<file path="config.mk">
export PLATFORM = sky130hd
export DESIGN_NAME = bin_count_table
export DESIGN_NICKNAME = d
export VERILOG_FILES = /design/src/logic/binned_memory_pkg.sv /design/src/logic/bin_count_table.sv
export SDC_FILE = /design/constraint.sdc
export NUM_CORES = 1
export LEC_CHECK = 0
export BUFFER_PORTS_ARGS = -buffer_cell sky130_fd_sc_hd__buf_2
export CAP_MARGIN = 20
export CELL_PAD_IN_SITES_DETAIL_PLACEMENT = 1
export CELL_PAD_IN_SITES_GLOBAL_PLACEMENT = 1
export CORE_AREA = 2 2 188 190
export CTS_CLUSTER_SIZE = 24
export DETAILED_ROUTE_END_ITERATION = 10
export DIE_AREA = 0 0 190 192
export GPL_TIMING_DRIVEN = 1
export PLACE_DENSITY = 0.71
export SLEW_MARGIN = 25
export SYNTH_ARGS = -nofsm -noshare
export SYNTH_HDL_FRONTEND = slang
export SYNTH_SLANG_ARGS = --single-unit
export TNS_END_PERCENT = 5
</file>
<file path="constraint.sdc">
create_clock -name clkb -period 2.3 [get_ports clkb]
set_input_delay 0.115 -clock clkb [delete_from_list [all_inputs] [get_ports clkb]]
set_output_delay 0.115 -clock clkb [all_outputs]
set_load 0.02 [all_outputs]
</file>
<file path="src/logic/binned_memory_pkg.sv">
package binned_memory_pkg;

  //////////////////////////////////////////////////
  // Memory geometry
  //////////////////////////////////////////////////

  localparam int NUM_PAGES = 8;              // Event pages held at once
  localparam int NUM_BINS  = 8;              // Bins per page
  localparam int NUM_SLOTS = 16;             // Stub slots per bin

  localparam int PAGE_W = 3;                 // Page number width
  localparam int BIN_W  = 3;                 // Bin number width
  localparam int SLOT_W = 4;                 // Slot number width

  localparam int ADDR_W = PAGE_W + BIN_W + SLOT_W;       // Full word address, 10 bits
  localparam int DEPTH  = NUM_PAGES * NUM_BINS * NUM_SLOTS; // 1024 RAM words

  // Four bits hold 0 to 15, one short of a full bin
  localparam int COUNT_W = 4;                // Entry count width

  //////////////////////////////////////////////////
  // Bus types
  //////////////////////////////////////////////////

  // Page sits on top so one page is one contiguous block of the RAM
  typedef struct packed {
    logic [PAGE_W-1:0] page;                 // Event page
    logic [BIN_W-1:0]  bin;                  // Bin in page
    logic [SLOT_W-1:0] slot;                 // Slot in bin
  } mem_addr_t;

  typedef struct packed {
    logic               we;                  // Count write strobe
    logic [PAGE_W-1:0]  page;                // Target page
    logic [BIN_W-1:0]   bin;                 // Target bin
    logic [COUNT_W-1:0] count;               // New entry count
  } count_wr_t;

endpackage
</file>
<file path="src/logic/bin_count_table.sv">
`timescale 1ns/1ps

module bin_count_table (
  input  logic                                    clkb,      // Shared clock
  input  logic                                    rstb,      // Clears every count
  input  binned_memory_pkg::count_wr_t            count_wr,  // Count write command
  input  logic                                    enb,       // Read enable, same as RAM
  input  binned_memory_pkg::mem_addr_t            addrb,     // Read address, slot unused
  output logic [binned_memory_pkg::COUNT_W-1:0]   bin_count  // Stage one count
);

  //////////////////////////////////////////////////
  // Count storage
  //////////////////////////////////////////////////

  // Small table in flops so the whole thing clears in one cycle
  logic [binned_memory_pkg::COUNT_W-1:0]
    counts [binned_memory_pkg::NUM_PAGES][binned_memory_pkg::NUM_BINS];

  always_ff @(posedge clkb) begin
    if (rstb) begin
      counts <= '{default: '0};              // Fresh event starts empty
    end else if (count_wr.we) begin
      counts[count_wr.page][count_wr.bin] <= count_wr.count;
    end
  end

  //////////////////////////////////////////////////
  // Registered read
  //////////////////////////////////////////////////

  // Loads on the same enable as the RAM read so word and count stay paired.
  // A write to this bin on the same edge is seen by the next read only
  always_ff @(posedge clkb) begin
    if (enb) begin
      bin_count <= counts[addrb.page][addrb.bin]; // Slot field ignored
    end
  end

endmodule

</file>
==> metrics.md <==
| Metric | Value |
|---|---|
| Outcome | `complete, no violations` |
| Post-Syn Nets | `between 1k and 1.5k` |
| Via-to-Cell Ratio | `about 5.6` |
| Initial antenna violation count | `2` |
| XOR/XNOR share of the synthesized area | `0` |
| Fmax | `553.8 MHz` |
| Final setup fails | `0` |
| Routability cong. | `~0.77` |
| CTS tree | `yes` |
| Vias in the first global route | `just over 10k` |
| CP startpoint kind | `flop` |
| Share of cells above drive strength 1 | `0.1254` |
| Final core occ | `0.3930` |
| Post-synth top flop | `dfxtp_1` |
| Synth Area in Compound Gates | `0.1066` |
| # H-tree levels | `1` |
| Mux cell area share after synthesis | `0.1883` |
| Simple-gate share of the synthesized area | `0.2122` |
| Chip width | `between 150 and 200 um` |
| CP Class | `reg2reg` |
| Worst slew margin | `0.5175` |
| Mean Syn Cell Area | `8.872 sq um` |
| Crit path required time | `roughly 2.7 ns` |
| Io pins | `28` |
| Max-Cap Viols | `0` |
| Combinational Power Share | `0.074` |
| Post-synth ARST share | `0` |
| Final hold violation count | `0` |
| Total wire length | `36740 um` |
| Adder-cell area share of the yosys netlist | `0` |
| Setup TNS | `0 ns` |
| Worst slew pin tran | `~0.72 ns` |
| Power Density | `roughly 710 nW/um^2` |
| Area grow syn2layout | `13.62%` |
| Yosys top cell area share | `0.4321` |
| Largest net degree at the start of global routing | `83` |
| Tcrit/Tclk final | `0.7851` |
| Num CTS Buffers | `29` |
| Post-route DRC | `0` |
| Sw Pwr | `2322 uW` |
| Initial DRC Count | `783` |
| Antenna fix cells | `0` |
| LEAKAGE | `0.004351 uW` |
| Synth Warn # | `0` |
| Worst r2r src | `counts[219]` |
| Peak supply drop | `0.4575 mV` |
| Clock Path Buffers | `3` |
| Worst EP arrival | `2.18 ns` |
| Postcts setup bufs | `0` |
| Clk slew on worst S/H paths | `0.06 ns` |
| CP endpoint kind | `flop` |
| Reg2reg end | `bin_count[3]` |
| Vias | `roughly 9.9k` |
| Area leader, netlist | `dfxtp_1` |
| Worst Setup SP | `counts[219]` |
| ANT nets after route | `0` |
| Post-Synthesis Cells | `1337` |
| Die ar. | `36480 sq um` |
| Starting Density | `0.3459` |
| FF-to-FF path depth | `5` |
| Number of nets at the end of the flow | `about 1.3k` |
| CTS Root Cell | `clkbuf_16` |
| Clock Sinks | `260` |
| Number of distinct library cells after synthesis | `40` |
| Hold Path Class | `in2reg` |
| Placement Rows | `slightly below 70` |
| Grt total ovfl | `0` |
| Area of the mapped netlist | `11860 sq um` |
| R2R Setup Slk | `0.49 ns` |
| Total core area | `~34000 sq um` |
| Worst setup path endpoint | `bin_count[3]` |
| Number of enable flip-flop cells after synthesis | `4` |
| Int Pwr | `just over 7000 uW` |
| Sw frac | `0.2437` |
| Worst Skew | `0.01374 ns` |
| Port Buf Inserts | `23` |
| Crit-path max FO | `2` |
| Final count of pins violating max slew | `0` |
| Unrepaired setup endpoints after global routing | `no` |
| Top post-synthesis cells by area | `dfxtp_1 43%, a21oi_1 8.2%, mux4_2 7.8%` |
| Initial DRT Pass Iterations | `5` |
| Seq/Total Area, Yosys | `0.4422` |
| Flop pwr share | `0.479` |
| First-pass GRT wire length | `slightly below 60000 um` |
| Total Routing Usage GR | `0.2021` |
| CTS resizes | `0` |
| Synth Register Bits | `260` |
| Routed length per instance | `a little over 20 um` |
| Period minus WS final | `1.806 ns` |
| Clock share of power | `0.447` |
| Clock latency on the worst-skew pair | `0.54 ns` |
| Die height | `192 um` |
| HPWL after detailed placement | `23680 um` |
| Main combinational cell family by area after synthesis | `simple AND/OR/NAND/NOR gates` |
## worst max-delay path: stages, from the launching register on
cell and delay, ns:
dfxtp_1 0.33, mux4_1 0.29, o22ai_1 0.09, or3_1 0.41, or4_1 0.43, o221ai_1 0.08
## routing by layer
metal	vias to the layer above	part of all wire	wire length, um	GRT usage
li1	4679	-	-	-
met1	5064	0.46	16910	0.2684
met2	146	0.49	17970	0.3535
met3	40	0.036	1316	0.02412
met4	2	0.014	527	0.04234
met5	-	0.00035	13	0
## synthesized netlist by cell type (6+ instances only)
cell      number
a21oi_1      194
a31oi_1        6
buf_1         16
buf_2         10
clkbuf_1      91
dfxtp_1      256
mux2i_1       72
mux4_1        21
mux4_2        41
nand2_1      245
nand2b_1       7
nand3_1      180
nand3b_1       6
nor2_1        96
nor3_1         9
o21ai_0       16
o22ai_1       10
## worst min path at each step
| stage | from | end | slack, ns | depth (start not counted) |
|---|---|---|---|---|
| after floorplan | enb | bin_count[0] | 0.23 | 0 |
| after global placement | enb | bin_count[3] | 0.42 | 1 |
| after detailed placement | enb | bin_count[2] | 0.43 | 1 |
| after CTS | count_wr[0] | counts[52] | 0.1 | 3 |
| after global routing | count_wr[0] | counts[188] | 0.12 | 3 |
| final | count_wr[3] | counts[87] | 0.09 | 4 |
## layout by cell type, fill, tap and decap left out, types with 14 or more instances in the layout
cell type | netlist | final
buf_4 | 5 | 33
buf_2 | 10 | 21
nand2_1 | 245 | 245
o21ai_0 | 16 | 16
dfxtp_1 | 256 | 256
mux2i_1 | 72 | 72
nor2_1 | 96 | 94
a21oi_1 | 194 | 194
buf_12 | 2 | 19
mux4_1 | 21 | 21
mux4_2 | 41 | 41
clkbuf_16 | 0 | 29
nand3_1 | 180 | 180
clkbuf_1 | 91 | 14
## power by group through the flow
| stage | registers, uW | logic, uW | clock network, uW |
|---|---|---|---|
| floorplan | 4660 | 428 | 0 |
| global placement | 4660 | 694 | 0 |
| detailed placement | 4660 | 703 | 0 |
| CTS | 4560 | 707 | 4340 |
| global route | 4560 | 751 | 4520 |
| finish | 4560 | 707 | 4260 |
## flip-flops by register name, indices dropped and copies added (netlist names)
register / flops
bin_count: 4
counts: 256
## stage by stage
stage | area, sq um | worst slack, ns | hold slack, ns | power, uW | cells
4_1_cts | 13480 | 0.5206 | 0.09662 | 9610 | 1787
3_3_place_gp | 12610 | 0.2055 | 0.4220 | 5352 | 1736
2_1_floorplan | 11860 | 0.5222 | 0.2275 | 5087 | 1337
6_report | 13480 | 0.4943 | 0.08856 | 9527 | 1787
5_1_grt | 13480 | 0.4600 | 0.1159 | 9834 | 1787
3_5_place_dp | 12610 | 0.1865 | 0.4307 | 5361 | 1736
## what timing repair did
| action | in CTS | in global routing |
|---|---|---|
| hold buffers | 2 | 0 |
| hold endpoints to repair | 45 | 0 |
| endpoints found under the setup margin | 0 | 0 |
## cell type report
type                            count  area (sq um)
Tap cell                          455         569.3
Clock inverter                      2         10.01
Timing Repair Buffer               76         764.5
Fill cell                        3918         20810
Clock buffer                       47         833.3
Sequential cell                   260          5245
Multi-Input combinational cell    947          6055
## kinds of logic after synthesis
family / after synthesis
AND/OR/NAND/NOR: 570
buffers and inverters: 130
AO/OA/AOI/OAI: 240
flip-flops: 260
multiplexers: 137
No activity file was read; power rests on OpenSTA's default activity.
