==> src/logic/binned_memory_pkg.sv <==
package binned_memory_pkg;

  //////////////////////////////////////////////////
  // Memory geometry
  //////////////////////////////////////////////////

  localparam int NUM_PAGES = 8;              // Event pages held at once
  localparam int NUM_BINS  = 8;              // Bins per page
  localparam int NUM_SLOTS = 16;             // Stub slots per bin

  localparam int PAGE_W = 3;                 // Page number width
  localparam int BIN_W  = 3;                 // Bin number width
  localparam int SLOT_W = 4;                 // Slot number width

  localparam int ADDR_W = PAGE_W + BIN_W + SLOT_W;       // Full word address, 10 bits
  localparam int DEPTH  = NUM_PAGES * NUM_BINS * NUM_SLOTS; // 1024 RAM words

  // Four bits hold 0 to 15, one short of a full bin
  localparam int COUNT_W = 4;                // Entry count width

  //////////////////////////////////////////////////
  // Bus types
  //////////////////////////////////////////////////

  // Page sits on top so one page is one contiguous block of the RAM
  typedef struct packed {
    logic [PAGE_W-1:0] page;                 // Event page
    logic [BIN_W-1:0]  bin;                  // Bin in page
    logic [SLOT_W-1:0] slot;                 // Slot in bin
  } mem_addr_t;

  typedef struct packed {
    logic               we;                  // Count write strobe
    logic [PAGE_W-1:0]  page;                // Target page
    logic [BIN_W-1:0]   bin;                 // Target bin
    logic [COUNT_W-1:0] count;               // New entry count
  } count_wr_t;

endpackage
==> src/logic/read_output_stage.sv <==
`timescale 1ns/1ps

module read_output_stage #(
  parameter int RAM_WIDTH = 14               // Stub word width
) (
  input  logic                                  clkb,      // Shared clock
  input  logic                                  rstb,      // Clears the outputs
  input  logic                                  regceb,    // Output register enable
  input  logic [RAM_WIDTH-1:0]                  ram_data,  // Word from stage one
  input  logic [binned_memory_pkg::COUNT_W-1:0] bin_count, // Count from stage one
  output logic [RAM_WIDTH-1:0]                  doutb,     // Stored stub word
  output logic [binned_memory_pkg::COUNT_W-1:0] nent_out   // Entries in that bin
);

  //////////////////////////////////////////////////
  // Second pipeline stage
  //////////////////////////////////////////////////

  // Word and count share one enable and one reset, so the
  // downstream reader always sees a matched pair
  always_ff @(posedge clkb) begin
    if (rstb) begin
      doutb    <= '0;                        // Zero until first regceb
      nent_out <= '0;
    end else if (regceb) begin
      doutb    <= ram_data;                  // Two cycles after issue
      nent_out <= bin_count;
    end
  end

endmodule

==> config.mk <==
export PLATFORM = sky130hd
export DESIGN_NAME = read_output_stage
export DESIGN_NICKNAME = d
export VERILOG_FILES = /design/src/logic/binned_memory_pkg.sv /design/src/logic/read_output_stage.sv
export SDC_FILE = /design/constraint.sdc
export NUM_CORES = 1
export LEC_CHECK = 0
export BUFFER_PORTS_ARGS = -buffer_cell sky130_fd_sc_hd__buf_2
export CORE_MARGIN = 2
export CORE_UTILIZATION = 43
export DETAILED_ROUTE_END_ITERATION = 7
export PLACE_DENSITY = 0.8
export RECOVER_POWER = 50
export SKIP_LAST_GASP = 1
export SYNTH_ARGS = -nofsm -noshare
export SYNTH_HDL_FRONTEND = slang
export SYNTH_SLANG_ARGS = --single-unit
==> constraint.sdc <==
create_clock -name clkb -period 1 [get_ports clkb]
set_input_delay 0 -clock clkb [delete_from_list [all_inputs] [get_ports clkb]]
set_output_delay 0 -clock clkb [all_outputs]
set_load 0.05 [all_outputs]
==> qor.csv, run 1 <==
metric,value,unit
htree_levels,1,
netlist-cell-type-count,7,
fin_nets,137,
setup_ws,0.0946,ns
synth_area_per_cell,11.2,um2
synth_seq_cells,18,
cp_max_fo,2,
required,1.00,ns
whs_endpoint,doutb[2],
crit_slowest_cell,dfxtp_1,
syn_area,649,um2
fin_area,1050,um2
io_pins,39,
post-place-ws,0.317,ns
grtUsageTotal,18.3,%
yosys_warnings,0,
drc,0,
first_global_vias,609,
io_buffers,38,
vdd_drop_max,1060,uV
status,"complete, no violations",
hold-path-cell-count,2,
cts.sinks,18,
syn-num-nets,79,
antennaDiodeCount,0,
antenna_found_initial,0,
finalCritPeriodShare,90.5,%
start_kind,flop,
cts_buffer_depth,2,
numCtsBuffers,3,
final_max_slew_viol_count,0,
postCtsSetupBuffers,0,
totalWireLength,1.49,mm
cts-resized-gates,0,
maxSlewHeadroom,80.1,%
final_util,72.5,%
path_clk_slew,0.10,ns
min_path_type,in2reg,
insertion_delay,0.28,ns
chipWidth,42.9,um
multi_input_area,248,um2
drv_cap,0,
overflow,0,
arrival,0.91,ns
wl_per_cell,11.4,um
place_area,838,um2
tightestPinTransition,0.298,ns
dieArea,1840,um2
cts_root_buffer,clkbuf_4,
rr_endpoint,nent_out[3],
final_layout_size_suffix_gt1_share,37.4,%
netlist_instances,58,
setup_tns,0,ns
register_area,360,um2
clock_skew,0,ns
gp_congestion,0.613,
grt_pass1_wl,2.46,mm
critPathKind,reg2out,
via_count,590,
grt_max_degree,19,
max_stage_delay,0.35,ns
powerDensity,1510,nW/um2
start_util,44.7,%
cts_tree,built,
rsz0062_at_grt,no,
dr.pass1.iters,4,
hold_viol_final,0,
path_cells,buf_2,
die_h,42.9,um
drt_iter0_markers,3,
max_freq,1.10,GHz
worst-path-buf-inv,1,
nFillCells,127,
fp-row-count,14,
coreArea,1450,um2
hp-start,rstb,
worstSetupEndpointType,output pin,
fin_crit,0.905,ns
seq_area_frac_synth,55.5,%
finalSetupViolations,0,
static-leakage-power,0.563,nW
rr_worst_depth,2,
syn2layout_area_growth,62.4,%
avgViaCountPerCell,4.50,
r2r-start,nent_out[3],
cpLargestDelayFamily,flip-flops,
regToRegSetupSlack,0.37,ns
final_antenna_net_count,0,
[layer usage]
metal / track usage, % / vias to the layer above / wire, um
met5: 0 / - / 0
met4: 9.38 / 0 / 8
met3: 4.68 / 2 / 109
met2: 33.6 / 27 / 762
met1: 18.5 / 256 / 614
li1: - / 305 / -
[cells by family (layout without fill, tap and decap cells)]
| kind of cell | Yosys count | count (layout) | synth area share, % |
|---|---|---|---|
| and+or+nand+nor | 18 | 18 | 10.4 |
| buffers and inverters | 4 | 61 | 6.36 |
| DFF | 18 | 18 | 55.5 |
| muxes | 18 | 18 | 27.7 |
[flip-flops by register name (all words and copies together), names as in the netlist]
signal and cells:
nent_out 4, doutb 14
[how the worst max path moves through the flow]
| stage | startpoint | to | slack, ns | cells past startpoint |
|---|---|---|---|---|
| after global placement | regceb | doutb[4] | 0.35 | 4 |
| after CTS | doutb[13] | doutb[13] | 0.09 | 1 |
| after global routing | doutb[13] | doutb[13] | 0.02 | 1 |
| final | nent_out[3] | nent_out[3] | 0.09 | 1 |
| after detailed placement | regceb | doutb[8] | 0.32 | 4 |
| after floorplan | doutb[0] | doutb[0] | 0.12 | 2 |
[per-stage QoR]
step	instances	total power [W]	hold WS, ns
floorplan	58	0.00104	0.147
global placement	109	0.00112	0.232
detailed placement	109	0.00113	0.249
CTS	131	0.00161	0.0632
global route	131	0.00168	0.0677
finish	131	0.00160	0.0692
[layout by cell type (no fill, tap or decap), drive strengths merged]
cell type | netlist | final
buf | 3 | 39
nor2 | 18 | 18
dlygate4sd3 | 0 | 18
mux2i | 18 | 18
dfxtp | 18 | 18
clkbuf | 1 | 4
[synth_stat cells (all sizes together)]
master / number / area [um2]
dfxtp: 18 / 360
mux2i: 18 / 180
nor2: 18 / 67.6
buf: 3 / 36.3
clkbuf: 1 / 5.00
[power breakdown]
| part | internal [W] | leakage [nW] | switching [W] | total (W) |
|---|---|---|---|---|
| clock | 0.000221 | 0.0210 | 0.000210 | 0.000431 |
| combinational | 0.000151 | 0.393 | 0.000236 | 0.000387 |
| sequential | 0.000759 | 0.149 | 0.0000199 | 0.000779 |
[cell type report]
cell class / count / area share (%)
tap: 16 / 1.90
timing repair buffer: 57 / 37.0
multi-input combinational: 36 / 23.5
sequential: 18 / 34.2
clock buffer: 4 / 3.44
[what timing repair did]
action	CTS	global route
setup endpoints to repair	0	0
hold endpoints to repair	18	0
hold buffers	18	0
Power figures use the tool's default switching activity.
==> run 2: changes to the inputs <==
--- a/config.mk
+++ b/config.mk
@@ -6,8 +6,9 @@
 export NUM_CORES = 1
 export LEC_CHECK = 0
 export BUFFER_PORTS_ARGS = -buffer_cell sky130_fd_sc_hd__buf_2
-export CORE_MARGIN = 2
+export CORE_MARGIN = 8
 export CORE_UTILIZATION = 43
+export CTS_CLUSTER_SIZE = 10
 export DETAILED_ROUTE_END_ITERATION = 7
 export PLACE_DENSITY = 0.8
 export RECOVER_POWER = 50
==> run 2 against run 1 <==
- total power increased by 0.11%
- clock skew unchanged
- largest power group unchanged
- final area unchanged
- combinational power about the same
- largest cell class unchanged
- global-route usage decreased by 5.7 points
- non-clock buffer count unchanged
- register-to-register slack about the same
- count of clock-buffer cells in the layout unchanged
- sequential share of layout area unchanged
- critical endpoint is now nent_out[2]
- utilization unchanged
==> qor.csv, run 2 (synthesis results as in run 1) <==
metric,value,unit
rsz0062_at_grt,no,
min_path_type,in2reg,
cts_buffer_depth,2,
dieArea,3010,um2
top_regs,"doutb (14), nent_out (4)",
crit_slowest_cell,dfxtp_1,
cp_num_cells,1,
cts-resized-gates,0,
wl_met3,207,um
multi_input_area,248,um2
powerDensity,1520,nW/um2
path_clk_slew,0.10,ns
hold_viol_final,0,
hold-path-cell-count,2,
worst-path-buf-inv,1,
cts_tree,built,
mostFrequentLayoutCells,"buf_2, mux2i_1, nor2_1, dfxtp_1, dlygate4sd3_1",
chipWidth,54.9,um
wl_met1,705,um
maxSlewHeadroom,79.3,%
gp_congestion,0.636,
final_max_slew_viol_count,0,
numCtsBuffers,3,
path_cells,buf_2,
via_count,586,
worstSetupEndpointType,output pin,
final_util,72.5,%
antenna_found_initial,0,
regMostFlops,doutb,
arrival,0.91,ns
tightestPinTransition,0.311,ns
clock_skew,0,ns
hpwlAfterDp,1.17,mm
hold-worst-slack,0.0725,ns
hold_buffers,18,
overflow,0,
drt_iter0_markers,3,
totalWireLength,1.70,mm
vdd_drop_max,892,uV
critPathKind,reg2out,
nFillCells,123,
power,0.00160,W
max_stage_delay,0.35,ns
fp-row-count,14,
cts_root_buffer,clkbuf_4,
final_common_cell,buf_2,
fin_nets,137,
cpLargestDelayFamily,flip-flops,
start_util,44.7,%
rr_worst_depth,2,
status,"complete, no violations",
final_layout_size_suffix_gt1_share,37.4,%
setup_tns,0,ns
finalSetupViolations,0,
largest_reg_flops,14,
drv_cap,0,
postCtsSetupBuffers,0,
wl_per_cell,13.0,um
max_freq,1.10,GHz
register_area,360,um2
grt_max_degree,19,
top_layer_used,met4,
fin_crit,0.907,ns
antennaDiodeCount,0,
avgViaCountPerCell,4.47,
finalCritPeriodShare,90.7,%
syn2layout_area_growth,62.4,%
start_kind,flop,
static-leakage-power,0.563,nW
required,1.00,ns
io_pins,39,
insertion_delay,0.28,ns
io_buffers,38,
first_global_vias,681,
dr_wl_met2,770,um
final_antenna_net_count,0,
cts.sinks,18,
coreArea,1450,um2
drc,0,
grtUsageTotal,12.5,%
dr.pass1.iters,2,
htree_levels,1,
cp_max_fo,2,
die_h,54.9,um
grt_pass1_wl,2.79,mm
[run 2: cell counts in the layout (fill, tap and decap cells not counted)]
Identical to the previous run, type by type.
[run 2: through the flow]
step	setup WS, ns	area, um2	instances
final	0.0928	1050	131
after global routing	0.0394	1050	131
after CTS	0.0786	1050	131
after detailed placement	0.308	838	109
after global placement	0.354	838	109
after floorplan	0.118	649	58
[run 2: report_power, final]
| part | internal [W] | switching (W) |
|---|---|---|
| Clock | 0.000221 | 0.000209 |
| Combinational | 0.000151 | 0.000238 |
| Sequential | 0.000759 | 0.0000203 |
| Total | 0.00113 | 0.000467 |
[run 2: path summary, 6_finish.rpt]
| kind | startpoint | end | slack, ns |
|---|---|---|---|
| min reg2reg | doutb[12] | doutb[12] | 0.50 |
| min | rstb | doutb[11] | 0.07 |
| max reg2reg | doutb[10] | doutb[10] | 0.36 |
| max | nent_out[2] | nent_out[2] | 0.09 |
[run 2: final cells by class]
| class | instances | share of cell area [%] |
|---|---|---|
| multi-input combinational | 36 | 23.5 |
| tap | 16 | 1.90 |
| timing repair buffer | 57 | 37.0 |
| clock buffer | 4 | 3.44 |
| sequential | 18 | 34.2 |
[run 2: routing by layer]
layer / global-route usage (%) / up-vias
li1: - / 305
met1: 11.6 / 250
met2: 23.6 / 29
met3: 5.16 / 2
met4: 4.92 / 0
met5: 0 / -
==> run 3: changes to the inputs <==
--- a/config.mk
+++ b/config.mk
@@ -12,6 +12,7 @@
 export DETAILED_ROUTE_END_ITERATION = 7
 export PLACE_DENSITY = 0.8
 export RECOVER_POWER = 50
+export REMOVE_ABC_BUFFERS = 1
 export SKIP_LAST_GASP = 1
 export SYNTH_ARGS = -nofsm -noshare
 export SYNTH_HDL_FRONTEND = slang
==> run 3 against run 2 <==
- register-to-register slack hardly changed
- maximum frequency is 0.28% lower
- highest routed layer unchanged
- die area stayed put
- cell count is 0.76% higher
- non-clock buffer count is 1 higher
- global-route usage is 0.87 points higher
- critical endpoint is now doutb[0]
- clock power is 2% higher
- sequential share of layout area is 0.16 points higher
==> qor.csv, run 3 (synthesis results as in run 1) <==
metric,value,unit
start_kind,flop,
final_antenna_net_count,0,
syn2layout_area_growth,61.7,%
coreArea,1450,um2
required,1.00,ns
insertion_delay,0.28,ns
worst-path-buf-inv,1,
multi_input_area,248,um2
nFillCells,113,
static-leakage-power,0.563,nW
clock_skew,0,ns
wl_per_cell,14.2,um
register_area,360,um2
max_freq,1.10,GHz
final_max_slew_viol_count,0,
overflow,0,
antennaDiodeCount,0,
via_count,606,
drv_cap,0,
drc,0,
first_global_vias,654,
io_pins,39,
path_cells,buf_2,
dr.pass1.iters,4,
grt_max_degree,19,
final_common_cell,buf_2,
chipWidth,54.9,um
post-place-ws,0.300,ns
cpLargestDelayFamily,flip-flops,
place_area,833,um2
finalCritPeriodShare,91.0,%
min_path_type,in2reg,
fin_nets,138,
postCtsSetupBuffers,0,
cts_buffer_depth,2,
cp_max_fo,2,
fin_area,1050,um2
cts-resized-gates,0,
gp_congestion,0.645,
rsz0062_at_grt,no,
top_regs,"doutb (14), nent_out (4)",
crit_slowest_cell,dfxtp_1,
maxSlewHeadroom,78.3,%
hold_viol_final,0,
worstSetupEndpointType,output pin,
fp-row-count,14,
hold_buffers,18,
grtUsageTotal,13.4,%
cts.sinks,18,
cts_tree,built,
powerDensity,1530,nW/um2
regToRegSetupSlack,0.37,ns
numCtsBuffers,3,
htree_levels,1,
start_util,44.7,%
totalWireLength,1.87,mm
io_buffers,38,
max_stage_delay,0.35,ns
antenna_found_initial,0,
regMostFlops,doutb,
drt_iter0_markers,5,
critPathKind,reg2out,
dieArea,3010,um2
avgViaCountPerCell,4.59,
arrival,0.91,ns
final_layout_size_suffix_gt1_share,37.9,%
hpwlAfterDp,1.23,mm
largest_reg_flops,14,
cts_root_buffer,clkbuf_4,
status,"complete, no violations",
finalSetupViolations,0,
vdd_drop_max,876,uV
mostFrequentLayoutCells,"buf_2, mux2i_1, nor2_1, dfxtp_1, dlygate4sd3_1",
setup_tns,0,ns
setup_ws,0.0902,ns
die_h,54.9,um
fin_crit,0.910,ns
grt_pass1_wl,2.85,mm
path_clk_slew,0.10,ns
tightestPinTransition,0.326,ns
## run 3: cell count changes in the layout (fill, tap and decap cells not counted), sizes merged
cell	previous run	this run
buf	39	40
## run 3: final timing paths
check        depth (start not counted)   endpoint      from
max                                  1   doutb[0]  doutb[0]
min                                  2  doutb[12]      rstb
max reg2reg                          2   doutb[5]  doutb[5]
min reg2reg                          2   doutb[9]  doutb[9]
## run 3: report_power, final
group          switching (W)  internal [W]
sequential         0.0000200      0.000760
clock               0.000216      0.000222
combinational       0.000241      0.000148
total               0.000477       0.00113
## run 3: layer usage
| metal | global-route usage (%) | part of all wire [%] | vias up |
|---|---|---|---|
| met3 | 1.63 | 7.0 | 2 |
| met2 | 27.7 | 56 | 22 |
| met4 | 7.38 | 1.0 | 0 |
| met5 | 0 | 0 | - |
| met1 | 11.7 | 36 | 277 |
| li1 | - | - | 305 |
## run 3: cell type report
class / instances / area share, %
clock buffer: 4 / 3.46
multi-input combinational: 36 / 23.6
sequential: 18 / 34.3
tap: 16 / 1.91
timing repair buffer: 58 / 36.7
## run 3: per-stage QoR
stage,hold WS [ns],power [W],util (%),cells
floorplan,0.0724,0.00101,-,54
global placement,0.236,0.00112,57.3,110
detailed placement,0.248,0.00113,57.3,110
CTS,0.0663,0.00162,72.2,132
global route,0.0898,0.00167,72.2,132
finish,0.0743,0.00161,72.2,132
